$ cat src/common/trace_pkg.sv
`default_nettype none

package trace_pkg;

   //////////////////////////////////////////////////
   // buffer and fifo word layout
   //////////////////////////////////////////////////
   localparam int BUFFER_BITS     = 64;  // trace history, sync tables depend on it
   localparam int COUNT_BITS      = 8;   // per-rule hit counter
   localparam int FIFO_WORD_BITS  = 18;
   localparam int CMD_BITS        = 2;   // command field sits at bit 0
   localparam int TIME_START      = 2;
   localparam int SHORT_TIME_BITS = 8;
   localparam int FULL_TIME_BITS  = 16;  // time command fills bits 17:2
   localparam int DATA_START      = 10;
   localparam int DATA_BITS       = 8;

   // fifo command field
   typedef enum logic [CMD_BITS-1:0] {
      CMD_DATA = 2'd0,
      CMD_TIME = 2'd1,
      CMD_STAT = 2'd2
   } fe_cmd_e;

   // trace port width, other codes never give a valid byte
   typedef enum logic [2:0] {
      WIDTH_1 = 3'd1,
      WIDTH_2 = 3'd2,
      WIDTH_4 = 3'd4
   } trace_width_e;

   //////////////////////////////////////////////////
   // sync frame words, as seen in the reversed buffer
   //////////////////////////////////////////////////
   localparam int SYNC_ALL_COUNT  = 17;
   localparam int SYNC_STOP_COUNT = 2;

   // mixes of short and full sync frames, not exhaustive
   localparam logic [BUFFER_BITS-1:0] SYNC_ALL_WORDS [SYNC_ALL_COUNT] = '{
      64'h7fff7fff7fff7fff, 64'hff7fff7fff7fff7f, 64'h7fffffff7fffffff,
      64'hff7fffffff7fffff, 64'hffff7fffffff7fff, 64'hffffff7fffffff7f,
      64'h7fff7fff7fffffff, 64'hff7fff7fff7fffff, 64'hffff7fff7fff7fff,
      64'hffffff7fff7fff7f, 64'h7fffffff7fff7fff, 64'hff7fffffff7fff7f,
      64'hffff7fffffff7fff, 64'hffffff7fffffff7f, 64'h7fff7fffffff7fff,
      64'hff7fff7fffffff7f, 64'hffff7fff7fffffff
   };

   // stop only on frame-aligned words so the last byte is not cut
   localparam logic [BUFFER_BITS-1:0] SYNC_STOP_WORDS [SYNC_STOP_COUNT] = '{
      64'hff7fff7fff7fff7f, 64'hff7fffffff7fffff
   };

   localparam logic [15:0] SYNC_HEAD = 16'h7fff;  // top of reversed buffer
   localparam logic [7:0]  SYNC_TAIL = 8'hff;     // bottom of reversed buffer

endpackage

`default_nettype wire
$ cat src/rtl/fe_capture_trace.sv
`default_nettype none

module fe_capture_trace #(
   parameter int MATCH_RULES = 8
) (
   input  wire logic                                              fe_clk,
   input  wire logic                                              reset,
   // trace port
   input  wire logic [7:0]                                        trace_data,
   input  wire logic                                              trace_clock_sel,
   input  wire trace_pkg::trace_width_e                           trace_width,
   input  wire logic                                              resync,
   // capture control
   input  wire logic                                              capture_raw,
   input  wire logic                                              record_syncs,
   input  wire logic                                              capturing,
   // match rules and trigger
   input  wire logic [MATCH_RULES-1:0][trace_pkg::BUFFER_BITS-1:0] patterns,
   input  wire logic [MATCH_RULES-1:0][trace_pkg::BUFFER_BITS-1:0] masks,
   input  wire logic [MATCH_RULES-1:0]                            pattern_enable,
   input  wire logic [MATCH_RULES-1:0]                            pattern_trig_enable,
   input  wire logic                                              soft_trig_enable,
   input  wire logic                                              arm,
   input  wire logic                                              no_arm,
   input  wire logic                                              ext_trig,
   // fifo request side
   input  wire logic                                              fifo_wr_req,
   input  wire trace_pkg::fe_cmd_e                                fifo_command,
   input  wire logic [trace_pkg::FULL_TIME_BITS-1:0]              fifo_time,
   output logic                                                   trace_event,
   output trace_pkg::fe_cmd_e                                     data_cmd,
   output logic                                                   sync_locked,
   output logic      [trace_pkg::BUFFER_BITS-1:0]                 rev_buffer,
   output logic      [MATCH_RULES-1:0][trace_pkg::COUNT_BITS-1:0] trace_counts,
   output logic      [trace_pkg::BUFFER_BITS-1:0]                 matched_data,
   output logic      [trace_pkg::FIFO_WORD_BITS-1:0]              fifo_data,
   output logic                                                   fifo_wr,
   output logic                                                   trigger_match
);
   import trace_pkg::*;

   logic                   capturing_r;
   logic                   capture_raw_r;
   logic                   byte_valid;
   logic                   recording;
   logic [MATCH_RULES-1:0] match_bits;
   logic [MATCH_RULES-1:0] match_rule;

   always_ff @(posedge fe_clk) begin
      if (reset) begin
         capturing_r   <= 1'b0;
         capture_raw_r <= 1'b0;
      end else begin
         capturing_r   <= capturing;
         capture_raw_r <= capture_raw;
      end
   end

   // raw mode streams filtered bytes, else pattern hits
   assign trace_event = capture_raw_r ? (recording && byte_valid) : (|match_bits);
   assign data_cmd    = capture_raw_r ? CMD_STAT : CMD_DATA;

   //////////////////////////////////////////////////
   // front end blocks
   //////////////////////////////////////////////////
   trace_shifter u_shifter (
      .fe_clk, .reset, .trace_data, .trace_clock_sel, .trace_width, .rev_buffer
   );

   trace_sync u_sync (
      .fe_clk, .reset, .rev_buffer, .trace_width, .trace_clock_sel, .resync,
      .sync_locked, .byte_valid
   );

   sync_filter u_filter (
      .fe_clk, .reset, .rev_buffer, .byte_valid, .capturing_r, .record_syncs, .recording
   );

   pattern_matcher #(.MATCH_RULES(MATCH_RULES)) u_matcher (
      .fe_clk, .reset, .rev_buffer, .byte_valid, .capturing_r, .patterns, .masks,
      .pattern_enable, .pattern_trig_enable, .soft_trig_enable, .arm, .no_arm,
      .ext_trig, .match_bits, .match_rule, .matched_data, .trigger_match
   );

   match_counters #(.MATCH_RULES(MATCH_RULES)) u_counters (
      .fe_clk, .reset, .match_bits, .trace_counts
   );

   fifo_writer #(.MATCH_RULES(MATCH_RULES)) u_fifo_writer (
      .fe_clk, .reset, .fifo_wr_req, .fifo_command, .fifo_time, .match_rule,
      .rev_buffer, .trace_clock_sel, .fifo_data, .fifo_wr
   );

endmodule

`default_nettype wire

$ cat src/rtl/fifo_writer.sv
`default_nettype none

module fifo_writer #(
   parameter int MATCH_RULES = 8
) (
   input  wire logic                                fe_clk,
   input  wire logic                                reset,
   input  wire logic                                fifo_wr_req,
   input  wire trace_pkg::fe_cmd_e                  fifo_command,
   input  wire logic [trace_pkg::FULL_TIME_BITS-1:0] fifo_time,
   input  wire logic [MATCH_RULES-1:0]              match_rule,
   input  wire logic [trace_pkg::BUFFER_BITS-1:0]   rev_buffer,
   input  wire logic                                trace_clock_sel,
   output logic      [trace_pkg::FIFO_WORD_BITS-1:0] fifo_data,
   output logic                                     fifo_wr
);
   import trace_pkg::*;

   // status byte position, assumes 4-bit port
   localparam int STAT_TOP_TRACE  = 31;
   localparam int STAT_TOP_TARGET = 43;

   logic [DATA_BITS-1:0] stat_byte;

   assign stat_byte = trace_clock_sel ? rev_buffer[STAT_TOP_TRACE -: DATA_BITS] :
                                        rev_buffer[STAT_TOP_TARGET -: DATA_BITS];

   always_ff @(posedge fe_clk) begin
      if (reset)
         fifo_wr <= 1'b0;
      else
         fifo_wr <= fifo_wr_req;  // no back-pressure
   end

   //////////////////////////////////////////////////
   // word formatting per command
   //////////////////////////////////////////////////
   always_ff @(posedge fe_clk) begin
      if (fifo_wr_req) begin
         fifo_data[0 +: CMD_BITS] <= fifo_command;
         case (fifo_command)
            CMD_DATA: begin
               fifo_data[TIME_START +: SHORT_TIME_BITS] <= fifo_time[SHORT_TIME_BITS-1:0];
               fifo_data[DATA_START +: DATA_BITS] <= DATA_BITS'(match_rule);  // fit to 8
            end
            CMD_STAT: begin
               fifo_data[TIME_START +: SHORT_TIME_BITS] <= fifo_time[SHORT_TIME_BITS-1:0];
               fifo_data[DATA_START +: DATA_BITS] <= stat_byte;
            end
            CMD_TIME: fifo_data[TIME_START +: FULL_TIME_BITS] <= fifo_time;  // whole 16 bits
            default: ;
         endcase
      end
   end

endmodule

`default_nettype wire

$ cat src/matcher/match_counters.sv
`default_nettype none

module match_counters #(
   parameter int MATCH_RULES = 8
) (
   input  wire logic                                            fe_clk,
   input  wire logic                                            reset,
   input  wire logic [MATCH_RULES-1:0]                          match_bits,
   output logic      [MATCH_RULES-1:0][trace_pkg::COUNT_BITS-1:0] trace_counts
);
   import trace_pkg::*;

   // one counter per rule, wraps
   always_ff @(posedge fe_clk) begin
      if (reset) begin
         trace_counts <= '0;
      end else begin
         for (int i = 0; i < MATCH_RULES; i++) begin
            if (match_bits[i])
               trace_counts[i] <= trace_counts[i] + COUNT_BITS'(1);
         end
      end
   end

endmodule

`default_nettype wire

$ cat src/matcher/pattern_matcher.sv
`default_nettype none

module pattern_matcher #(
   parameter int MATCH_RULES = 8
) (
   input  wire logic                                              fe_clk,
   input  wire logic                                              reset,
   input  wire logic [trace_pkg::BUFFER_BITS-1:0]                 rev_buffer,
   input  wire logic                                              byte_valid,
   input  wire logic                                              capturing_r,
   input  wire logic [MATCH_RULES-1:0][trace_pkg::BUFFER_BITS-1:0] patterns,
   input  wire logic [MATCH_RULES-1:0][trace_pkg::BUFFER_BITS-1:0] masks,
   input  wire logic [MATCH_RULES-1:0]                            pattern_enable,
   input  wire logic [MATCH_RULES-1:0]                            pattern_trig_enable,
   input  wire logic                                              soft_trig_enable,
   input  wire logic                                              arm,
   input  wire logic                                              no_arm,
   input  wire logic                                              ext_trig,
   output logic      [MATCH_RULES-1:0]                            match_bits,
   output logic      [MATCH_RULES-1:0]                            match_rule,
   output logic      [trace_pkg::BUFFER_BITS-1:0]                 matched_data,
   output logic                                                   trigger_match
);
   import trace_pkg::*;

   logic any_match;
   logic trig_hit;    // some trigger-enabled rule hit now
   logic trig_hit_r;
   logic ext_trig_r;  // for rising edge

   //////////////////////////////////////////////////
   // masked compare per rule
   //////////////////////////////////////////////////
   for (genvar i = 0; i < MATCH_RULES; i++) begin : g_rule
      logic [BUFFER_BITS-1:0] diff;
      assign diff = (rev_buffer ^ patterns[i]) & masks[i];
      // trig enable lets a rule fire before capture starts
      assign match_bits[i] = (diff == '0) && pattern_enable[i] && byte_valid &&
                             (capturing_r || pattern_trig_enable[i]);
   end

   assign any_match = |match_bits;
   assign trig_hit  = |(match_bits & pattern_trig_enable);

   always_ff @(posedge fe_clk) begin
      if (reset) begin
         trig_hit_r   <= 1'b0;
         ext_trig_r   <= 1'b0;
         match_rule   <= '0;
         matched_data <= '0;
      end else begin
         trig_hit_r <= trig_hit;
         ext_trig_r <= ext_trig;
         if (any_match) begin
            match_rule   <= match_bits;  // goes out with the next data word
            matched_data <= rev_buffer;
         end
      end
   end

   // ext edge or a fresh pattern hit, only while armed
   assign trigger_match = (arm || no_arm) &&
                          ((ext_trig && !ext_trig_r && soft_trig_enable) ||
                           (trig_hit && !trig_hit_r));

endmodule

`default_nettype wire

$ cat src/rtl/sync_filter.sv
`default_nettype none

module sync_filter (
   input  wire logic                             fe_clk,
   input  wire logic                             reset,
   input  wire logic [trace_pkg::BUFFER_BITS-1:0] rev_buffer,
   input  wire logic                             byte_valid,
   input  wire logic                             capturing_r,
   input  wire logic                             record_syncs,  // keep sync frames too
   output logic                                  recording
);
   import trace_pkg::*;

   logic all_sync;  // buffer is nothing but sync frames
   logic stop_sync; // frame-aligned stop word

   always_comb begin
      all_sync = 1'b0;
      for (int i = 0; i < SYNC_ALL_COUNT; i++) begin
         all_sync |= (rev_buffer == SYNC_ALL_WORDS[i]);
      end
   end

   always_comb begin
      stop_sync = 1'b0;
      for (int i = 0; i < SYNC_STOP_COUNT; i++) begin
         stop_sync |= (rev_buffer == SYNC_STOP_WORDS[i]);
      end
   end

   //////////////////////////////////////////////////
   // start on real data, stop on a full sync buffer
   //////////////////////////////////////////////////
   always_ff @(posedge fe_clk) begin
      if (reset) begin
         recording <= 1'b0;
      end else if (!capturing_r) begin
         recording <= 1'b0;
      end else if (byte_valid) begin
         if (stop_sync)
            recording <= 1'b0;
         else if (!all_sync || record_syncs)
            recording <= 1'b1;
      end
   end

endmodule

`default_nettype wire

$ cat src/rtl/trace_sync.sv
`default_nettype none

module trace_sync (
   input  wire logic                             fe_clk,
   input  wire logic                             reset,
   input  wire logic [trace_pkg::BUFFER_BITS-1:0] rev_buffer,
   input  wire trace_pkg::trace_width_e          trace_width,
   input  wire logic                             trace_clock_sel,
   input  wire logic                             resync,       // fe_clk pulse
   output logic                                  sync_locked,
   output logic                                  byte_valid    // buffer is byte aligned
);
   import trace_pkg::*;

   trace_width_e width_r;    // last width, for change detect
   logic [2:0]   align_cnt;  // wraps, that is expected
   logic         head_ok;
   logic         tail_ok;

   // catches half and full sync frames
   assign head_ok = rev_buffer[BUFFER_BITS-1 -: $bits(SYNC_HEAD)] == SYNC_HEAD;
   assign tail_ok = rev_buffer[$bits(SYNC_TAIL)-1:0] == SYNC_TAIL;

   //////////////////////////////////////////////////
   // lock and alignment
   //////////////////////////////////////////////////
   always_ff @(posedge fe_clk) begin
      if (reset) begin
         sync_locked <= 1'b0;
         align_cnt   <= '0;
         width_r     <= WIDTH_1;
      end else begin
         width_r <= trace_width;
         if (resync || (trace_width != width_r)) begin  // relock after width change
            sync_locked <= 1'b0;
            align_cnt   <= '0;
         end else if (!sync_locked && head_ok && tail_ok) begin
            sync_locked <= 1'b1;
            align_cnt   <= 3'd1;
         end else if (sync_locked) begin
            align_cnt <= align_cnt + 3'd1;
         end
      end
   end

   // trace clock: every 4/2/1 cycles for width 1/2/4
   // target clock halves the bits per cycle, so 8/4/2
   always_comb begin
      byte_valid = 1'b0;
      if (sync_locked) begin
         case (trace_width)
            WIDTH_1: byte_valid = trace_clock_sel ? (align_cnt[1:0] == 2'd0) :
                                                    (align_cnt == 3'd0);
            WIDTH_2: byte_valid = trace_clock_sel ? !align_cnt[0] :
                                                    (align_cnt[1:0] == 2'd0);
            WIDTH_4: byte_valid = trace_clock_sel ? 1'b1 : !align_cnt[0];
            default: byte_valid = 1'b0;  // unsupported width
         endcase
      end
   end

endmodule

`default_nettype wire

$ cat src/rtl/trace_shifter.sv
`default_nettype none

module trace_shifter (
   input  wire logic                             fe_clk,
   input  wire logic                             reset,
   input  wire logic [7:0]                       trace_data,
   input  wire logic                             trace_clock_sel,  // 1: both nibble phases
   input  wire trace_pkg::trace_width_e          trace_width,
   output logic      [trace_pkg::BUFFER_BITS-1:0] rev_buffer
);
   import trace_pkg::*;

   logic [BUFFER_BITS-1:0] buffer;    // newest bits at the bottom
   logic [7:0]             lane_rev;  // lane 0 lands in bit 7

   assign lane_rev = {<<{trace_data}};

   //////////////////////////////////////////////////
   // shift in active lanes, lane 0 first
   //////////////////////////////////////////////////
   always_ff @(posedge fe_clk) begin
      if (reset) begin
         buffer <= '0;
      end else begin
         case (trace_width)
            WIDTH_4: buffer <= trace_clock_sel ?
                                  {buffer[BUFFER_BITS-9:0], lane_rev} :
                                  {buffer[BUFFER_BITS-5:0], lane_rev[7:4]};
            WIDTH_2: buffer <= trace_clock_sel ?
                                  {buffer[BUFFER_BITS-5:0], lane_rev[7:6], lane_rev[3:2]} :
                                  {buffer[BUFFER_BITS-3:0], lane_rev[7:6]};
            // width 1, unsupported codes fall here too
            default: buffer <= trace_clock_sel ?
                                  {buffer[BUFFER_BITS-3:0], lane_rev[7], lane_rev[3]} :
                                  {buffer[BUFFER_BITS-2:0], lane_rev[7]};
         endcase
      end
   end

   // newest sample ends up at the top
   assign rev_buffer = {<<{buffer}};

endmodule

`default_nettype wire

$ cat config.mk
export PLATFORM = sky130hd
export DESIGN_NAME = fe_capture_trace
export DESIGN_NICKNAME = d
export VERILOG_FILES = /design/src/common/trace_pkg.sv /design/src/rtl/fe_capture_trace.sv /design/src/rtl/fifo_writer.sv /design/src/matcher/match_counters.sv /design/src/matcher/pattern_matcher.sv /design/src/rtl/sync_filter.sv /design/src/rtl/trace_sync.sv /design/src/rtl/trace_shifter.sv
export SDC_FILE = /design/constraint.sdc
export NUM_CORES = 1
export LEC_CHECK = 0
export CORE_AREA = 4 4 510 512
export CTS_BUF_LIST = sky130_fd_sc_hd__clkbuf_8
export DETAILED_ROUTE_END_ITERATION = 8
export DIE_AREA = 0 0 514 516
export DONT_BUFFER_PORTS = 1
export SLEW_MARGIN = 15
export SYNTH_ARGS = -nofsm -noshare
export SYNTH_HDL_FRONTEND = slang
export SYNTH_HIERARCHICAL = 1
export SYNTH_SLANG_ARGS = --single-unit
$ cat constraint.sdc
create_clock -name fe_clk -period 3.6 [get_ports fe_clk]
set_input_delay 0 -clock fe_clk [delete_from_list [all_inputs] [get_ports fe_clk]]
set_output_delay 0 -clock fe_clk [all_outputs]
set_load 0.01 [all_outputs]
### Word-level counts from Yosys, hierarchy flattened

Index checks and enable logic that the tools add are counted.

| operators by class | value |
|---|---|
| bitwise gates (word level) | 35 |
| reductions and logical operators | 69 |
| shift operators | 0 |
| $mul | 0 |
| order comparisons | 0 |
| eq/ne operators | 23 |
| $add $sub $neg | 9 |
| divide/modulo/power cells | 0 |
| multiplexer cells | 17 |

Operators by type and width:

| kind | count |
|---|---|
| 64-bit equality test, second input constant | 10 |
| 64-bit bitwise AND | 8 |
| 64-bit zero test | 8 |
| 64-bit XOR | 8 |
| 64-bit by 63-bit equality test with 1-bit output, second input constant | 5 |
| 64-bit 2-to-1 mux | 3 |
| 64-bit case mux with 2 select lines | 1 |
| 8-bit by 1-bit adder with 8-bit output, second input constant | 8 |
| 16-bit case mux with 3 select lines | 1 |
| 1-bit logical AND | 31 |
| 1-bit OR | 17 |
| 16-bit by 15-bit equality test with 1-bit output, second input constant | 1 |
| 8-bit OR reduction | 2 |
| 1-bit logical OR | 12 |
| 1-bit 2-to-1 mux | 9 |
| 8-bit bitwise AND | 1 |
| 8-bit equality test, second input constant | 1 |
| 8-bit 2-to-1 mux | 1 |
| 1-bit zero test | 5 |
| 2-bit zero test | 2 |
| 2-bit AND reduction | 2 |
| 2-bit nonzero test | 2 |
| 2-bit OR reduction | 2 |
| 3-bit by 1-bit adder with 3-bit output, second input constant | 1 |
| 12 further kinds | 12 |

| word-level totals | value |
|---|---|
| memories | 0 |
| bits of input ports | 1081 |
| flip-flop bits (word level) | 231 |
| latch bits | 0 |
| bits in read-only memories | 0 |
| bits in writable memories | 0 |
| logic and storage cells | 176 |

### Longest topological paths before layout

| logic depth | value |
|---|---|
| depth after elaboration | 21 |
| mapped depth | 16 |
| depth with buffers taken out | 14 |

### By module

Netlist, hierarchy kept.

Modules (own cells, without submodules):

| module | area an instance (um^2) | sequential area each (um^2) | instances | cells each |
|---|---|---|---|---|
| pattern_matcher | 11173.2 | 1481.4 | 1 | 1280 |
| trace_shifter | 3803.6 | 1281.2 | 1 | 500 |
| match_counters | 2708.8 | 1281.2 | 1 | 295 |
| fifo_writer | 932.1 | 560.5 | 1 | 63 |
| trace_sync | 446.7 | 140.1 | 1 | 48 |
| sync_filter | 285.3 | 20.0 | 1 | 39 |
| fe_capture_trace | 106.4 | 40.0 | 1 | 12 |

### Worst setup path after synthesis

OpenSTA, ideal clock, no wires.

| timing | value |
|---|---|
| path kind | register -> register |
| start | reg u_sync.align_cnt[0] |
| end | reg u_counters/trace_counts[31] in the netlist's numbering |
| arrival | 2.943 ns |
| buffers on the path | 2 |
| stages on the path, launching flop included | 17 |
| setup slack | 0.586 ns |
| path through | dfxtp_1 > inv_1 > ha_1 > inv_1 > o41ai_1 > o311a_1 > clkbuf_1 > o211ai_1 > a21oi_1 > nand3_1 > nor3_1 > nand3_4 > inv_4 > buf_4 > nand4_2 > or3_1 > a21oi_1 |

| on the way | value |
|---|---|
| word-level cells in the longest chain between the ends | 6 |

Ends and longest elaborated chain:

| what | line | RTL |
|---|---|---|
| from (decl) | trace_sync.sv:16 | `logic [2:0] align_cnt;` |
| from (signal assigned) | trace_sync.sv:41 | `align_cnt <= align_cnt + 3'd1;` |
| 3-bit zero test, or another cell as far along | trace_sync.sv:53 | `(align_cnt == 3'd0);` |
| 1-bit 2-to-1 mux, on equally long branches | trace_sync.sv:52, trace_sync.sv:54, trace_sync.sv:56 |  |
| 1-bit case mux with 3 select lines * | trace_sync.sv:51 | `case (trace_width)` |
| 1-bit 2-to-1 mux * | trace_sync.sv:50 | `if (sync_locked) begin` |
| net byte_valid | fe_capture_trace.sv:44 | `logic byte_valid;` |
| 1-bit logical AND * (2 in series) | pattern_matcher.sv:38 | `assign match_bits[i] = (diff == '0) && pattern_enable[i] && byte_valid &&` |
| net match_bits[3] | fe_capture_trace.sv:46 | `logic [MATCH_RULES-1:0] match_bits;` |
| to (signal, indexed assignment) | match_counters.sv:20 | `trace_counts[i] <= trace_counts[i] + COUNT_BITS'(1);` |
| to (decl) | match_counters.sv:9 | `output logic [MATCH_RULES-1:0][trace_pkg::COUNT_BITS-1:0] trace_counts` |

Mark *: on every way through the listed nets, which the timed path passes. The rest lies on a longest branch.
A chain may end at the register's enable or synchronous reset.

### Worst setup path in the final report

| timing | value |
|---|---|
| start | reg u_shifter.buffer[7] |
| end | reg u_matcher/matched_data[1] in the netlist's numbering |

| on the way | value |
|---|---|
| word-level cells in the longest chain between the ends | 7 |

Ends and longest elaborated chain:

| what | line | RTL |
|---|---|---|
| from (decl) | trace_shifter.sv:13 | `logic [BUFFER_BITS-1:0] buffer;` |
| from (signal assigned) | trace_shifter.sv:26 | `WIDTH_4: buffer <= trace_clock_sel ?` |
| from (signal assigned) | trace_shifter.sv:29 | `WIDTH_2: buffer <= trace_clock_sel ?` |
| from (signal assigned) | trace_shifter.sv:33 | `default: buffer <= trace_clock_sel ?` |
| 64-bit XOR | pattern_matcher.sv:36 | `assign diff = (rev_buffer ^ patterns[i]) & masks[i];` |
| 64-bit bitwise AND | pattern_matcher.sv:36 |  |
| 64-bit zero test | pattern_matcher.sv:38 |  |
| 1-bit logical AND (3 in series) | pattern_matcher.sv:38 |  |
| net match_bits[4] | fe_capture_trace.sv:46 |  |
| 8-bit OR reduction | pattern_matcher.sv:42 | `assign any_match = \|match_bits;` |
| to (signal assigned) | pattern_matcher.sv:56 | `matched_data <= rev_buffer;` |
| to (decl) | pattern_matcher.sv:21 | `output logic [trace_pkg::BUFFER_BITS-1:0] matched_data,` |

The timed path passes the listed nets, and every way through them passes these cells.

==> run_results.csv <==
group,metric,value,unit
run_status,status,"finished, violations left",
run_status,failed_checks,"negative setup slack",
setup_path,critical_path_required,4.25,ns
yosys,ys_seq_area_share,24.7,%
timing,skew,0.0497,ns
yosys,ys_ff_latch,231,
global_routing,track_usage,23.7,%
final_layout,multi_input_area,13900,um2
yosys,syn_inst,2237,
clock_tree,clk_pin_slew,0.07,ns
setup_path,ff2ff_path_depth,18,
route,drt_iter0_drc,3189,
power,power,0.00714,W
power,power_frac_clock,44.5,%
timing,setup_viol,79,
place,dp.cells,5686,
timing,hold_viol,0,
setup_path,reg2reg_from,"u_shifter/buffer[7]$_SDFF_PP0_",
setup_path,critPathMaxStageDelay,0.63,ns
clock_tree,cts_max_path_buffers,3,
worst_hold_path,min-delay-start,"masks[168]",
clock_tree,worstSkewPairLatency,0.76,ns
place,place_hpwl,294000,um
timing,period_share,111,%
timing,fin_crit,3.99,ns
floorplan,dieArea,265000,um2
flow_run,drv_cap,0,
final_layout,syn_to_final_growth,53.3,%
final_layout,num-fill-cells,29346,
yosys,syn_area_per_cell,8.70,um2
global_routing,antenna_found_initial,380,
place,numPortBuffers,0,
floorplan,ios,1297,
yosys,synth_common_cells,"xor2_1 (538), a22oi_1 (222), dfxtp_1 (213), o21ai_0 (176), nand4_1 (95)",
setup_path,arrival,4.64,ns
setup_path,endpoint,"u_matcher/matched_data[1]$_SDFFE_PP0P_",
global_routing,grt_pass1_wl,377000,um
route,via_per_inst,3.97,
place,gp_congestion,1.02,
yosys,ys_warn_count,6,
route,drc,0,
setup_path,path_cells,"xor2_1 -> a22oi_1 -> nand4_1 -> nor4_2 -> buf_4 -> nand3_4 -> clkinv_4 -> buf_6 -> buf_6 -> buf_6 -> buf_6 -> buf_6 -> nor4_4 -> buf_4 -> buf_12 -> buf_12 -> nand3_2 -> a21oi_2",
setup_path,cp-start-kind,"flop",
global_routing,grt_max_degree,155,
setup_path,ff2ff_setup_slack,-0.39,ns
floorplan,coreArea,256000,um2
yosys,synthFlopType,"dfxtp_1",
clock_tree,clock_sinks,231,
setup_path,path_buf_inv,10,
clock_tree,cts_tree,"built",
route,wire_per_inst,54.1,um
timing,slew_headroom,10.1,%
yosys,synth_top_area_share,24.2,%
setup_path,critPathCaptureType,"flop",
yosys,synth.most_common_cell,"xor2_1",
yosys,async_reset_ff_share,0,%
timing,slew_viol_final,0,
clock_tree,cts_root_buffer,"clkbuf_8",
power,internal-power,0.00471,W
clock_tree,htreeDepth,2,
power,max-vdd-ir-drop,0.208,mV
power,seq_power_share,37.5,%
yosys,synth_edf_count,18,
global_routing,first_global_vias,21952,
yosys,synthesis.nets,3331,
yosys,synth_area_leaders,"xor2_1 (24%), dfxtp_1 (22%), a22oi_1 (8.6%), o21ai_0 (4.5%), nand3_2 (3.7%)",
timing,tightestPinTransition,1.35,ns
final_layout,fin_area,29800,um2
setup_path,crit_top_cell,"buf_6",
timing,rsz0062_at_grt,"true",
power,pwr-share-comb,18.0,%
setup_path,crit_path_start,"u_shifter/buffer[7]$_SDFF_PP0_",
setup_path,path_class,"reg -> reg",
final_layout,layoutNonFillerInstCount,6149,
yosys,synth.distinct_cells,64,
floorplan,die_h,516,um
final_layout,drive_above_1_share,25.0,%
clock_tree,cts_inserted_buffers,48,
yosys,synth_top_area_cell,"xor2_1",
global_routing,grt_overflow_total,0,
setup_path,path_depth,18,
route,drt_pre_antenna_iters,9,
timing,timing.hold.ws,0.0820,ns
route,drt-total-wl,333000,um
floorplan,placementRows,186,
setup_path,worstReg2RegEnd,"u_matcher/matched_data[1]$_SDFFE_PP0P_",
setup_path,cpMaxStageDelayCell,"dfxtp_2",
yosys,synth_area,19500,um2
floorplan,die_x,514,um
setup_path,crit_path_max_fanout,10,
place,dpl-instance-area,25300,um2
timing,fmax,251,MHz
final_layout,seq_area,4920,um2
worst_hold_path,hp-class,"in -> reg",
timing,timing.final.ws_setup,-0.391,ns
floorplan,initial_core_util,7.61,%
final_layout,finalNetCount,3701,
power,power_density,239,nW/um2
power,switchingPower,0.00244,W
route,antenna_left,0,
power,p_leak,11.1,nW
setup_path,crit_family,"buffers and inverters",
power,power_switching_share,34.1,%
route,vias,24423,
==> worst reg2reg max path, delay by kind of cell (launching register included) <==
kind	cells	cell delay [ns]
AOI/OAI and AO/OA	2	0.36
and+or+nand+nor	5	0.91
DFF	1	0.63
buffers and inverters	10	1.33
xor gates and xnor gates	1	0.65
==> per-stage QoR <==
stage / utilization [%] / TNS [ns] / setup WS, ns
3_5_place_dp: 9.87 / -41.01 / -0.619
3_3_place_gp: 9.87 / -48.18 / -0.654
2_1_floorplan: - / 0 / 0.586
4_1_cts: 11.3 / -0.731 / -0.371
5_1_grt: 11.6 / -24.94 / -0.491
6_report: 11.7 / -24.98 / -0.391
==> area by class of cell <==
cell class | count | share of cell area [%]
clock buffers | 61 | 2.81
well taps | 3384 | 14.2
flip-flops and latches | 231 | 16.5
repair buffers | 488 | 17.9
inverters | 16 | 0.306
diodes | 120 | 1.01
clock inverters | 27 | 0.625
multi-input cells | 1822 | 46.7
==> registers in the layout (all words and copies together), names as in the netlist, 3 cells and up <==
register	flops
u_counters/trace_counts	64
u_fifo_writer/fifo_data	18
u_matcher/match_rule	8
u_matcher/matched_data	64
u_shifter/buffer	64
u_sync/align_cnt	3
u_sync/width_r	3
==> repair_timing <==
action	CTS	global route
pin swaps	24	33
endpoints found under the setup margin	114	90
gates resized for setup	60	66
endpoints found under the hold margin	249	5
gates cloned	1	14
hold buffers	216	2
buffers inserted	6	24
==> power by group through the flow <==
| stage | clock network, W | registers (W) | logic (W) |
|---|---|---|---|
| 2_1_floorplan | 0 | 0.00270 | 0.000601 |
| 3_3_place_gp | 0 | 0.00274 | 0.00103 |
| 3_5_place_dp | 0 | 0.00274 | 0.00103 |
| 4_1_cts | 0.00329 | 0.00268 | 0.00124 |
| 5_1_grt | 0.00339 | 0.00267 | 0.00131 |
| 6_report | 0.00318 | 0.00268 | 0.00128 |
==> metal layers <==
metal  part of all wire [%]  track usage, %
met1                     35            24.2
met3                     13            13.0
met2                     48            41.1
met5                   0.39               0
met4                    3.8            7.63
==> cells in the final DEF, fill, tap and decap left out, types with 10 or more instances in the layout <==
cell / Yosys / final
mux2i_1: 18 / 18
o21ai_0: 176 / 173
o22ai_1: 62 / 62
dfxtp_1: 213 / 147
a21oi_1: 36 / 32
xor2_1: 538 / 528
dfxtp_4: 0 / 13
ha_1: 13 / 12
nor2_1: 49 / 49
buf_12: 0 / 60
nor2b_1: 70 / 69
clkbuf_8: 0 / 61
a22o_1: 10 / 10
nand2_1: 39 / 37
xnor2_1: 11 / 10
edfxtp_1: 18 / 18
nand3_1: 28 / 25
inv_1: 14 / 15
buf_4: 56 / 177
o21ai_1: 39 / 40
diode_2: 0 / 120
or3_1: 24 / 23
dfxtp_2: 0 / 53
nand3b_1: 10 / 10
a31oi_1: 65 / 63
a221oi_1: 10 / 10
a22oi_1: 222 / 219
nand3_2: 72 / 70
nand4_1: 95 / 95
a21oi_2: 70 / 74
buf_6: 23 / 21
and2_1: 66 / 66
dlygate4sd3_1: 0 / 209
==> how the worst min path moves through the flow <==
stage                                                    end  cells after the start
floorplan                           capture_raw_r$_SDFF_PP0_                      1
global placement        u_fifo_writer/fifo_data[9]$_DFFE_PP_                      0
detailed placement      u_fifo_writer/fifo_data[4]$_DFFE_PP_                      0
CTS                 u_counters/trace_counts[26]$_SDFFE_PP0P_                      8
global route                 u_matcher/trig_hit_r$_SDFF_PP0_                      5
finish                  u_matcher/match_rule[2]$_SDFFE_PP0P_                      8
==> cells by family (layout without fill, tap and decap cells) <==
kind of cell | after synthesis | in the layout | share of synthesized area [%]
AOI/OAI and AO/OA | 723 | 723 | 24.9
xor gates and xnor gates | 550 | 550 | 24.8
adders and majority gates | 13 | 13 | 0.836
buffers and inverters | 184 | 592 | 5.75
DFF | 231 | 231 | 24.7
muxes | 22 | 22 | 1.16
other | 1 | 121 | 0.0193
and+or+nand+nor | 513 | 513 | 17.9
Note: power is estimated with default switching activity, not from simulation.
